File: src/include/gfx_consts.svh
`ifndef GFX_CONSTS_SVH
`define GFX_CONSTS_SVH

// ####################
// screen and tiles.
// ####################

// square screen, pixels per side.
`define GFX_SCREEN_SIZE 64

// tile side and pixels per tile.
`define GFX_RASTER_SIZE 2
`define GFX_FINE_LANES  4

// ####################
// widths and depths.
// ####################

`define GFX_COORD_BITS 8
`define GFX_FIXED_BITS 16

`define GFX_SETUP_STAGES 2
`define GFX_FINE_STAGES  2

`endif
File: src/source/gfx_pkg.sv
`include "gfx_consts.svh"

package gfx_pkg;

	// ####################
	// scalars.
	// ####################

	// pixel coordinate, always positive.
	typedef logic [`GFX_COORD_BITS - 1:0] coord;

	// edge function value, signed.
	typedef logic signed [`GFX_FIXED_BITS - 1:0] fixed;

	// ####################
	// positions.
	// ####################

	// vertex or tile origin.
	typedef struct packed {
		coord x;
		coord y;
	} raster_xy;

	typedef raster_xy frag_xy;

	// min is aligned down to the tile grid.
	typedef struct packed {
		raster_xy min;
		raster_xy max;
	} raster_box;

	// ####################
	// edge functions.
	// ####################

	// one value per edge, index is the edge number.
	typedef fixed [2:0] fixed_tri;

	// x step and y step of one edge.
	typedef struct packed {
		fixed x;
		fixed y;
	} edge_coef;

	typedef edge_coef [2:0] edge_coef_tri;

	// what the walker needs for one triangle.
	typedef struct packed {
		edge_coef_tri coefs;
		raster_box    box;
		fixed_tri     edge_refs;
	} raster_setup;

	// ####################
	// fine lanes.
	// ####################

	// lane j * 2 + i holds pixel (i, j) of the tile.
	typedef frag_xy   [`GFX_FINE_LANES - 1:0] frag_xy_lanes;
	typedef fixed_tri [`GFX_FINE_LANES - 1:0] bary_lanes;
	typedef logic     [`GFX_FINE_LANES - 1:0] paint_lanes;

endpackage

File: src/source/gfx_raster.sv
`include "gfx_consts.svh"

module gfx_raster (
	input  logic                  clk,
	input  logic                  rst,

	input  gfx_pkg::raster_xy     vertex_a,
	input  gfx_pkg::raster_xy     vertex_b,
	input  gfx_pkg::raster_xy     vertex_c,
	input  logic                  in_valid,
	output logic                  in_ready,

	output gfx_pkg::frag_xy_lanes fragments,
	output gfx_pkg::bary_lanes    barys,
	output gfx_pkg::paint_lanes   out_valid,
	input  logic                  out_ready
);

	logic                  setup_stall, setup_valid, coarse_ready;
	gfx_pkg::raster_setup  setup;

	logic                  coarse_valid, fine_ready, fine_stall, fine_valid, fine_drain;
	gfx_pkg::raster_xy     coarse_pos;
	gfx_pkg::fixed_tri     coarse_corners;
	gfx_pkg::edge_coef_tri coarse_coefs;
	gfx_pkg::paint_lanes   paint;

	// ####################
	// setup.
	// ####################

	gfx_pipeline_flow #(.STAGES(`GFX_SETUP_STAGES)) setup_flow (
		.clk       (clk),
		.rst       (rst),
		.in_valid  (in_valid),
		.in_ready  (in_ready),
		.out_valid (setup_valid),
		.out_ready (coarse_ready),
		.stall     (setup_stall)
	);

	gfx_setup setup_stage (
		.clk      (clk),
		.stall    (setup_stall),
		.vertex_a (vertex_a),
		.vertex_b (vertex_b),
		.vertex_c (vertex_c),
		.setup    (setup)
	);

	gfx_raster_coarse coarse (
		.clk       (clk),
		.rst       (rst),
		.setup     (setup),
		.in_valid  (setup_valid),
		.in_ready  (coarse_ready),
		.pos       (coarse_pos),
		.corners   (coarse_corners),
		.coefs     (coarse_coefs),
		.out_valid (coarse_valid),
		.out_ready (fine_ready)
	);

	// ####################
	// fine lanes.
	// ####################

	// a tile with nothing painted leaves without the consumer.
	assign fine_drain = out_ready || !(|paint);
	assign out_valid  = {`GFX_FINE_LANES{fine_valid}} & paint;

	gfx_pipeline_flow #(.STAGES(`GFX_FINE_STAGES)) fine_flow (
		.clk       (clk),
		.rst       (rst),
		.in_valid  (coarse_valid),
		.in_ready  (fine_ready),
		.out_valid (fine_valid),
		.out_ready (fine_drain),
		.stall     (fine_stall)
	);

	for (genvar j = 0; j < `GFX_RASTER_SIZE; j++) begin : fine_y
		for (genvar i = 0; i < `GFX_RASTER_SIZE; i++) begin : fine_x
			gfx_raster_fine #(.X(i), .Y(j)) fine (
				.clk      (clk),
				.stall    (fine_stall),
				.pos      (coarse_pos),
				.corners  (coarse_corners),
				.coefs    (coarse_coefs),
				.fragment (fragments[j * `GFX_RASTER_SIZE + i]),
				.barys    (barys[j * `GFX_RASTER_SIZE + i]),
				.paint    (paint[j * `GFX_RASTER_SIZE + i])
			);
		end
	end

	// held fragments don't change under the consumer.
	assert property (@(posedge clk) disable iff (rst)
		(|out_valid && !out_ready) |=> $stable(out_valid) && $stable(fragments) &&
			$stable(barys))
		else $error("fragment output changed before it was accepted");

endmodule

File: src/source/gfx_raster_fine.sv
module gfx_raster_fine #(
	parameter int X = 0,
	parameter int Y = 0
) (
	input  logic                  clk,
	input  logic                  stall,

	input  gfx_pkg::raster_xy     pos,
	input  gfx_pkg::fixed_tri     corners,
	input  gfx_pkg::edge_coef_tri coefs,

	output gfx_pkg::frag_xy       fragment,
	output gfx_pkg::fixed_tri     barys,
	output logic                  paint
);

	localparam gfx_pkg::fixed OFS_X = gfx_pkg::fixed'(X);
	localparam gfx_pkg::fixed OFS_Y = gfx_pkg::fixed'(Y);

	// ####################
	// compute register.
	// ####################

	gfx_pkg::frag_xy   frag_d, frag_s1;
	gfx_pkg::fixed_tri vals_d, vals_s1;

	always_comb begin
		frag_d.x = pos.x + gfx_pkg::coord'(X);
		frag_d.y = pos.y + gfx_pkg::coord'(Y);

		for (int k = 0; k < 3; k++)
			vals_d[k] = corners[k] + OFS_X * coefs[k].x + OFS_Y * coefs[k].y;
	end

	always_ff @(posedge clk) begin
		if (!stall) begin
			frag_s1 <= frag_d;
			vals_s1 <= vals_d;
		end
	end

	// ####################
	// output register.
	// ####################

	logic in_tri;

	// inside when no edge value is negative.
	always_comb begin
		in_tri = 1'b1;
		for (int k = 0; k < 3; k++)
			in_tri = in_tri && $signed(vals_s1[k]) >= 0;
	end

	always_ff @(posedge clk) begin
		if (!stall) begin
			fragment <= frag_s1;
			barys    <= vals_s1;
			paint    <= in_tri;
		end
	end

endmodule

File: src/source/gfx_raster_coarse.sv
`include "gfx_consts.svh"

module gfx_raster_coarse (
	input  logic                  clk,
	input  logic                  rst,

	input  gfx_pkg::raster_setup  setup,
	input  logic                  in_valid,
	output logic                  in_ready,

	output gfx_pkg::raster_xy     pos,
	output gfx_pkg::fixed_tri     corners,
	output gfx_pkg::edge_coef_tri coefs,
	output logic                  out_valid,
	input  logic                  out_ready
);

	localparam gfx_pkg::fixed STEP = gfx_pkg::fixed'(`GFX_RASTER_SIZE);

	typedef enum logic {
		state_idle,
		state_walk
	} walk_state;

	walk_state            state;
	gfx_pkg::raster_setup setup_q;

	// edge values at the start of the current tile row.
	gfx_pkg::fixed_tri row;

	gfx_pkg::fixed_tri next_col, next_row;
	logic              reject, advance, last_x, last_y;

	// true when all four pixels of the tile fail this edge.
	function automatic logic outside(input gfx_pkg::fixed c, input gfx_pkg::edge_coef k);
		gfx_pkg::fixed c_x, c_y, c_xy;
		c_x  = c + k.x;
		c_y  = c + k.y;
		c_xy = c_x + k.y;
		return (c < 0) && (c_x < 0) && (c_y < 0) && (c_xy < 0);
	endfunction

	always_comb begin
		reject = 1'b0;
		for (int k = 0; k < 3; k++) begin
			reject   = reject || outside(corners[k], setup_q.coefs[k]);
			next_col[k] = corners[k] + STEP * setup_q.coefs[k].x;
			next_row[k] = row[k] + STEP * setup_q.coefs[k].y;
		end
	end

	assign last_x = pos.x + `GFX_RASTER_SIZE > setup_q.box.max.x;
	assign last_y = pos.y + `GFX_RASTER_SIZE > setup_q.box.max.y;

	// one candidate per cycle, rejected ones go by unseen.
	assign in_ready  = state == state_idle;
	assign out_valid = state == state_walk && !reject;
	assign advance   = state == state_walk && (reject || out_ready);

	assign coefs = setup_q.coefs;

	always_ff @(posedge clk) begin
		if (rst)
			state <= state_idle;
		else if (in_valid && in_ready)
			state <= state_walk;
		else if (advance && last_x && last_y)
			state <= state_idle;
	end

	always_ff @(posedge clk) begin
		if (in_valid && in_ready) begin
			setup_q <= setup;
			pos     <= setup.box.min;
			corners <= setup.edge_refs;
			row     <= setup.edge_refs;
		end else if (advance) begin
			if (!last_x) begin
				pos.x   <= pos.x + `GFX_RASTER_SIZE;
				corners <= next_col;
			end else begin
				// wrap to the next row.
				pos.x   <= setup_q.box.min.x;
				pos.y   <= pos.y + `GFX_RASTER_SIZE;
				row     <= next_row;
				corners <= next_row;
			end
		end
	end

	assert property (@(posedge clk) disable iff (rst)
		out_valid |-> pos.x >= setup_q.box.min.x && pos.x <= setup_q.box.max.x &&
			pos.y >= setup_q.box.min.y && pos.y <= setup_q.box.max.y &&
			pos.x < `GFX_SCREEN_SIZE && pos.y < `GFX_SCREEN_SIZE)
		else $error("coarse walker left the bounding box");

endmodule

File: src/source/gfx_setup.sv
`include "gfx_consts.svh"

module gfx_setup (
	input  logic                 clk,
	input  logic                 stall,

	input  gfx_pkg::raster_xy    vertex_a,
	input  gfx_pkg::raster_xy    vertex_b,
	input  gfx_pkg::raster_xy    vertex_c,

	output gfx_pkg::raster_setup setup
);

	function automatic gfx_pkg::coord min3(
		input gfx_pkg::coord p,
		input gfx_pkg::coord q,
		input gfx_pkg::coord r
	);
		gfx_pkg::coord m;
		m = (p < q) ? p : q;
		return (m < r) ? m : r;
	endfunction

	function automatic gfx_pkg::coord max3(
		input gfx_pkg::coord p,
		input gfx_pkg::coord q,
		input gfx_pkg::coord r
	);
		gfx_pkg::coord m;
		m = (p > q) ? p : q;
		return (m > r) ? m : r;
	endfunction

	// edge k runs from starts[k] to ends[k].
	gfx_pkg::raster_xy [2:0] starts, ends;

	assign starts = {vertex_c, vertex_b, vertex_a};
	assign ends   = {vertex_a, vertex_c, vertex_b};

	// ####################
	// stage one.
	// ####################

	gfx_pkg::edge_coef_tri   coefs_d, coefs_s1;
	gfx_pkg::raster_box      box_d, box_s1;
	gfx_pkg::raster_xy [2:0] starts_s1;
	gfx_pkg::raster_xy       lo;

	always_comb begin
		for (int k = 0; k < 3; k++) begin
			coefs_d[k].x = gfx_pkg::fixed'(ends[k].y) - gfx_pkg::fixed'(starts[k].y);
			coefs_d[k].y = gfx_pkg::fixed'(starts[k].x) - gfx_pkg::fixed'(ends[k].x);
		end

		lo.x = min3(vertex_a.x, vertex_b.x, vertex_c.x);
		lo.y = min3(vertex_a.y, vertex_b.y, vertex_c.y);

		// align to the tile grid.
		box_d.min.x = lo.x - (lo.x % `GFX_RASTER_SIZE);
		box_d.min.y = lo.y - (lo.y % `GFX_RASTER_SIZE);
		box_d.max.x = max3(vertex_a.x, vertex_b.x, vertex_c.x);
		box_d.max.y = max3(vertex_a.y, vertex_b.y, vertex_c.y);
	end

	always_ff @(posedge clk) begin
		if (!stall) begin
			coefs_s1  <= coefs_d;
			box_s1    <= box_d;
			starts_s1 <= starts;
		end
	end

	// ####################
	// stage two.
	// ####################

	gfx_pkg::fixed_tri refs_d;

	// edge values at the aligned box corner.
	always_comb begin
		for (int k = 0; k < 3; k++)
			refs_d[k] =
				(gfx_pkg::fixed'(box_s1.min.x) - gfx_pkg::fixed'(starts_s1[k].x)) * coefs_s1[k].x +
				(gfx_pkg::fixed'(box_s1.min.y) - gfx_pkg::fixed'(starts_s1[k].y)) * coefs_s1[k].y;
	end

	always_ff @(posedge clk) begin
		if (!stall) begin
			setup.coefs     <= coefs_s1;
			setup.box       <= box_s1;
			setup.edge_refs <= refs_d;
		end
	end

endmodule

File: src/source/gfx_pipeline_flow.sv
module gfx_pipeline_flow #(
	parameter int STAGES = 2
) (
	input  logic clk,
	input  logic rst,

	input  logic in_valid,
	output logic in_ready,

	output logic out_valid,
	input  logic out_ready,

	output logic stall
);

	// one bit per stage, bit 0 is the entry.
	logic [STAGES - 1:0] valid;

	assign out_valid = valid[STAGES - 1];

	// the whole pipe freezes when the tail can't leave.
	assign stall    = valid[STAGES - 1] && !out_ready;
	assign in_ready = !stall;

	always_ff @(posedge clk) begin
		if (rst)
			valid <= '0;
		else if (!stall)
			valid <= (valid << 1) | STAGES'(in_valid);
	end

	// upstream keeps valid up until it is taken.
	assert property (@(posedge clk) disable iff (rst) in_valid && !in_ready |=> in_valid)
		else $error("pipeline flow input dropped before it was accepted");

endmodule

File: config.mk
export PLATFORM = sky130hd
export DESIGN_NAME = gfx_raster
export DESIGN_NICKNAME = d
export VERILOG_FILES = /design/src/source/gfx_pkg.sv /design/src/source/gfx_raster.sv /design/src/source/gfx_raster_fine.sv /design/src/source/gfx_raster_coarse.sv /design/src/source/gfx_setup.sv /design/src/source/gfx_pipeline_flow.sv
export VERILOG_INCLUDE_DIRS = /design/src /design/src/include
export SDC_FILE = /design/constraint.sdc
export NUM_CORES = 2
export LEC_CHECK = 0
export BUFFER_PORTS_ARGS = -buffer_cell sky130_fd_sc_hd__clkbuf_2
export CAP_MARGIN = 15
export CORE_MARGIN = 2
export CORE_UTILIZATION = 50
export DETAILED_ROUTE_END_ITERATION = 12
export MAX_ROUTING_LAYER = met4
export PLACE_DENSITY = 0.73
export SYNTH_ARGS = -nofsm -noshare
export SYNTH_HDL_FRONTEND = slang
export SYNTH_SLANG_ARGS = --single-unit
File: constraint.sdc
create_clock -name clk -period 41.9 [get_ports clk]
set_input_delay 2.095 -clock clk [delete_from_list [all_inputs] [get_ports clk]]
set_output_delay 2.095 -clock clk [all_outputs]
set_load 0.1 [all_outputs]
* Word-level counts from Yosys, hierarchy flattened
Index checks and enable logic that the tools add are counted.
** Operators by class
- Bitwise logic cells :: 4
- Mux-type cells :: 20
- Multiply operators :: 6
- $lt $le $gt $ge :: 34
- Reduce and logical (&&, ||, !) cells :: 38
- Add/subtract/negate cells :: 36
** Operator list (number)
- $add 16x16->16 :: 18
- $mux 48 :: 6
- $ge 16x1->1 const B :: 12
- $lt 16x1->1 const B :: 12
- $sub 8x8->9 :: 12
- $mul 16x16->16 :: 6
- $mux 8 :: 10
- $gt 32x8->1 :: 2
- $gt 8x8->1 :: 4
- $lt 8x8->1 :: 4
- $mux 16 :: 2
- $logic_and 1x1->1 :: 24
- $add 8x2->9 const B :: 2
- $add 8x1->8 const B :: 2
- $sub 8x1->8 :: 2
- $reduce_bool 2->1 :: 3
- $logic_not 1->1 :: 5
- $and 4x4->4 :: 1
- $logic_or 1x1->1 :: 4
- $or 2x1->2 :: 2
- $reduce_or 4->1 :: 1
- $mux 1 :: 2
- $reduce_and 2->1 :: 1
- $not 1->1 :: 1
** Storage, ports and cells
- Input port bits :: 52
- Logic and storage cells :: 223
- Register bits :: 1041
- Output and inout port bits :: 261

* Longest topological paths before layout
- Depth in word-level cells :: 13
- Depth in mapped cells :: 31
- Gate-level depth less buffers :: 31

* Modules after synthesis
From an unflattened synthesis, not the netlist that was laid out.
** Unflattened totals
- Cell total of the unflattened synthesis :: 6010
- Area total of the unflattened synthesis :: 71152.0 sq um
** By module, submodules not included
- gfx_setup :: seq. area each 7927.6 sq um, instances 1, area an instance 30478.0 sq um, cells each 2798
- gfx_raster_coarse :: seq. area each 6986.7 sq um, instances 1, area an instance 17071.4 sq um, cells each 1667
- gfx_raster_fine (fine_y[0].fine_x[1].fine ...) :: seq. area each 3873.7 sq um, instances 2, area an instance 6119.6 sq um, cells each 435
- gfx_raster_fine (fine_y[1].fine_x[1].fine) :: seq. area each 3873.7 sq um, instances 1, area an instance 7244.4 sq um, cells each 520
- gfx_raster_fine (fine_y[0].fine_x[0].fine) :: seq. area each 3873.7 sq um, instances 1, area an instance 3887.5 sq um, cells each 131
- gfx_pipeline_flow :: seq. area each 40.0 sq um, instances 2, area an instance 92.6 sq um, cells each 9
- gfx_raster :: seq. area each 0.0 sq um, instances 1, area an instance 46.3 sq um, cells each 6

* Worst setup path before layout
No wires, ideal clock.
- Path type :: in2reg
- Start :: input port out_ready
- End :: register coarse.corners[0] (netlist bit), enable pin
- Required time :: 40.969 ns
- Stages on the path :: 3
- Slack :: 24.296 ns
- Library setup time :: 0.931 ns
- Buffers on the path :: 0
- Data arrival time :: 16.673 ns
- Cells stage by stage :: nand3b_1 > nor2_1 > o21ai_0
** On the way
- Word-level cells in the longest chain between the ends :: 7
** Ends and longest elaborated chain
- from (decl) :: RTL line gfx_raster.sv:16 : input logic out_ready
- $logic_or 1x1->1 :: RTL line gfx_raster.sv:69 : assign fine_drain = out_ready || !(|paint);
- $logic_not 1->1 :: RTL line gfx_pipeline_flow.sv:22 : assign stall = valid[STAGES - 1] && !out_ready;
- $logic_and 1x1->1 :: RTL line gfx_pipeline_flow.sv:22
- $logic_not 1->1
- $logic_or 1x1->1 :: RTL line gfx_raster_coarse.sv:58 : assign advance = state == state_walk && (reject || out_ready);
- $logic_and 1x1->1 :: RTL line gfx_raster_coarse.sv:58
- $reduce_bool 2->1 (no line)
- to (signal assigned) :: RTL line gfx_raster_coarse.sv:75 : corners <= setup.edge_refs;
- to (signal assigned) :: RTL line gfx_raster_coarse.sv:80 : corners <= next_col;
- to (signal assigned) :: RTL line gfx_raster_coarse.sv:86 : corners <= next_row;
- to (decl) :: RTL line gfx_raster_coarse.sv:12 : output gfx_pkg::fixed_tri corners,
Every way passes these cells.
A chain may end at the register's enable or synchronous reset.

==> results.ini <==
[floorplanning]
start_util_pct = 50.2
rows = 127
die_height_microns = 350
core_area_sq_um = 119000
ios = 313
die_w_microns = 350
dieArea_sq_um = 123000

[final_layout]
postLayoutCoreUtil_pct = 55.8
drive_gt1_share_pct = 10.5
multiInputGateArea_sq_um = 30400
syn_to_final_growth_pct = 11.1
nets = 6413
fillers = 10010
regArea_sq_um = 26500
fin_area_sq_um = 66600

[global_route]
use_met2_pct = 37.3
grt_use_met3_pct = 3.26
grt_pass1_wl_microns = 211000
grt_max_degree = 85
grt.busiest_layer = met2
antenna_found_initial = 19
gr-total-overflow = 0
track_usage_pct = 22.8
grt_pass1_vias = 38633
use_met1_pct = 29.8

[timing]
setup_violations = 0
max_freq_ghz = 0.123
drv_slew = 0
finalClockSkew_ns = 0.0219
post-route-min-period_ns = 8.16
slew_headroom_pct = 17.3
worst_pin_slew_ns = 1.24
tns_ns = 0
period_share_pct = 19.5
rsz0062_at_grt = false
setup_ws_ns = 33.74
hold_viol = 0

[setup_path]
regToRegEndpoint = setup_stage.setup[29]$_DFFE_PN_
timing_worst_setup_path_type = reg2reg
slowest_delay_ns = 0.94
rrSetupSlack_ns = 33.74
crit_slowest_cell = a21oi_1
worstPathMaxFanout = 11
worst_ep_arrival_time_ns = 8.59
reg2reg_from = setup_stage.starts_s1[16]$_DFFE_PN_
crit_top_cell = fa_1
start_kind = register
crit_path_end_kind = register
cp.required_ns = 42.33
ff2ff_path_depth = 25

[hold_path]
worst_hold_path_type = reg2reg
whs_path_depth = 0
min_to = coarse.coefs[16]$_DFFE_PP_
min-delay-start = setup_stage.setup[96]$_DFFE_PN_

[routing]
ant_nets = 0
vias_per_cell = 5.30
drt_iter0_drc = 2443
wire_per_inst_microns = 18.9
finalWirelength_microns = 133000
drc_errors = 0
vias = 37417
drtPass1Iterations = 5

[yosys]
yosysTopAreaCellShare_pct = 44.0
ys_ff_latch = 884
synth.largest_area_cell = edfxtp_1
synth-main-ff-cell = edfxtp_1
synthTopCellsByArea = edfxtp_1 44%, fa_1 16%, ha_1 11%
yosysUniqueCellTypes = 77
synth-warning-count = 0
yosysSeqAreaShare_pct = 44.2
synthMostInstantiatedCell = edfxtp_1
syn_area_sq_um = 60000
postSynthAreaPerCell_sq_um = 11.9
synthCells = 5049
synth_common_cells = 879 x edfxtp_1, 657 x inv_1, 541 x ha_1, 465 x fa_1, 420 x nand2_1
async_reset_ff_share_pct = 0
synth_edf_count = 879

[cts]
cts_max_level = 3
clk_pin_slew_ns = 0.06
cts_resized = 0
root_buffer = clkbuf_16
clock-sinks = 884
clk_latency_ns = 0.71
holdBufCountCts = 0
clockBufferDepth = 3
cts_tree = built
cts_buffers = 97
post-cts-setup-buffers = 0

[placed_design]
portBuffers = 304
place_ws_ns = 33.84
place_hpwl_microns = 103000
gp_congestion = 0.939
placed_area_sq_um = 63100

[status]
status = finished, final reports clean

[job]
drv_cap = 0

-- placed cells by master, fill, tap and decap left out, types with 15 or more instances in the layout --
cell type	n
edfxtp_1	879
xnor2_1	242
clkbuf_16	97
nand2b_1	94
nor2b_1	77
nor2_1	258
nand3_1	36
fa_1	465
nor3_1	51
ha_1	541
clkbuf_2	304
clkinv_2	15
diode_2	16
or2_2	24
buf_4	28
a21oi_1	214
mux2i_1	21
xor2_1	121
a21o_1	111
a31oi_1	22
mux2_2	29
a21boi_0	16
nand2_1	418
o21a_1	34
and2_1	203
bufinv_16	19
inv_1	656
o211ai_1	15
o21bai_1	29
o21ai_0	195
-- cells by family after synthesis --
| logic type | Yosys count | share of synthesized area [%] |
|---|---|---|
| AND/OR/NAND/NOR | 1216 | 9.73 |
| adder cells (fa/ha/maj) | 1006 | 26.8 |
| multiplexers | 50 | 0.895 |
| AO/OA/AOI/OAI | 736 | 7.71 |
| buffers and inverters | 788 | 5.21 |
| XOR/XNOR | 367 | 5.45 |
| other | 2 | 0.0125 |
| flip-flops | 884 | 44.2 |
-- stage by stage --
step           std cells  hold slack (ns)
2_1_floorplan       5055            0.400
3_3_place_gp        6868            0.401
3_5_place_dp        6868            0.405
4_1_cts             7049            0.410
5_1_grt             7062            0.417
6_report            7065            0.411
-- worst max path at each step --
stage / cells past startpoint / start / to / slack (ns)
finish: 25 / setup_stage.starts_s1[16]$_DFFE_PN_ / setup_stage.setup[29]$_DFFE_PN_ / 33.74
CTS: 27 / setup_stage.box_s1[25]$_DFFE_PN_ / setup_stage.setup[31]$_DFFE_PN_ / 33.82
global placement: 27 / setup_stage.box_s1[25]$_DFFE_PN_ / setup_stage.setup[31]$_DFFE_PN_ / 33.96
floorplan: 3 / out_ready / coarse.corners[0]$_DFFE_PP_ / 24.30
global route: 28 / setup_stage.box_s1[17]$_DFFE_PN_ / setup_stage.setup[31]$_DFFE_PN_ / 33.33
detailed placement: 28 / setup_stage.box_s1[17]$_DFFE_PN_ / setup_stage.setup[31]$_DFFE_PN_ / 33.84
-- final cells by class --
| cell class | instances | area share (%) |
|---|---|---|
| clock inverter | 76 | 1.54 |
| timing repair buffer | 332 | 2.60 |
| tap | 1612 | 3.03 |
| multi-input combinational | 3383 | 45.6 |
| sequential | 884 | 39.8 |
| antenna | 16 | 0.0601 |
| clock buffer | 105 | 3.69 |
| inverter | 657 | 3.71 |
-- critical path: cells and delay by family, from the launching register on --
kind                     cells  cell delay (ns)
adder cells (fa/ha/maj)      9             4.31
buffers and inverters        3             0.14
XOR/XNOR                     1             0.11
AND/OR/NAND/NOR              7             1.16
flip-flops                   1             0.60
AO/OA/AOI/OAI                5             1.56
-- state kept, by name (all words and copies together) (netlist names) --
name                         cells
coarse.coefs                    54
fine_y.fine_x.fine.barys       192
fine_y.fine_x.fine.fragment     20
fine_y.fine_x.fine.paint         4
coarse.pos                      14
fine_y.fine_x.fine.vals_s1     192
setup_stage.coefs_s1            54
fine_flow.valid                  2
coarse.state                     1
setup_stage.box_s1              30
coarse.setup_q                  23
fine_y.fine_x.fine.frag_s1      20
setup_stage.starts_s1           48
setup_flow.valid                 2
setup_stage.setup              132
coarse.corners                  48
coarse.row                      48
-- per-layer routing --
metal,vias to the layer above,share of wire [%]
met5,-,0
met4,0,2.5
met3,214,6.0
met2,1060,48
met1,18382,43
li1,17761,-
Power is left out: the tool's default activity adds up to more than one toggle a clock period on the data nets, which glitch-free logic cannot reach.
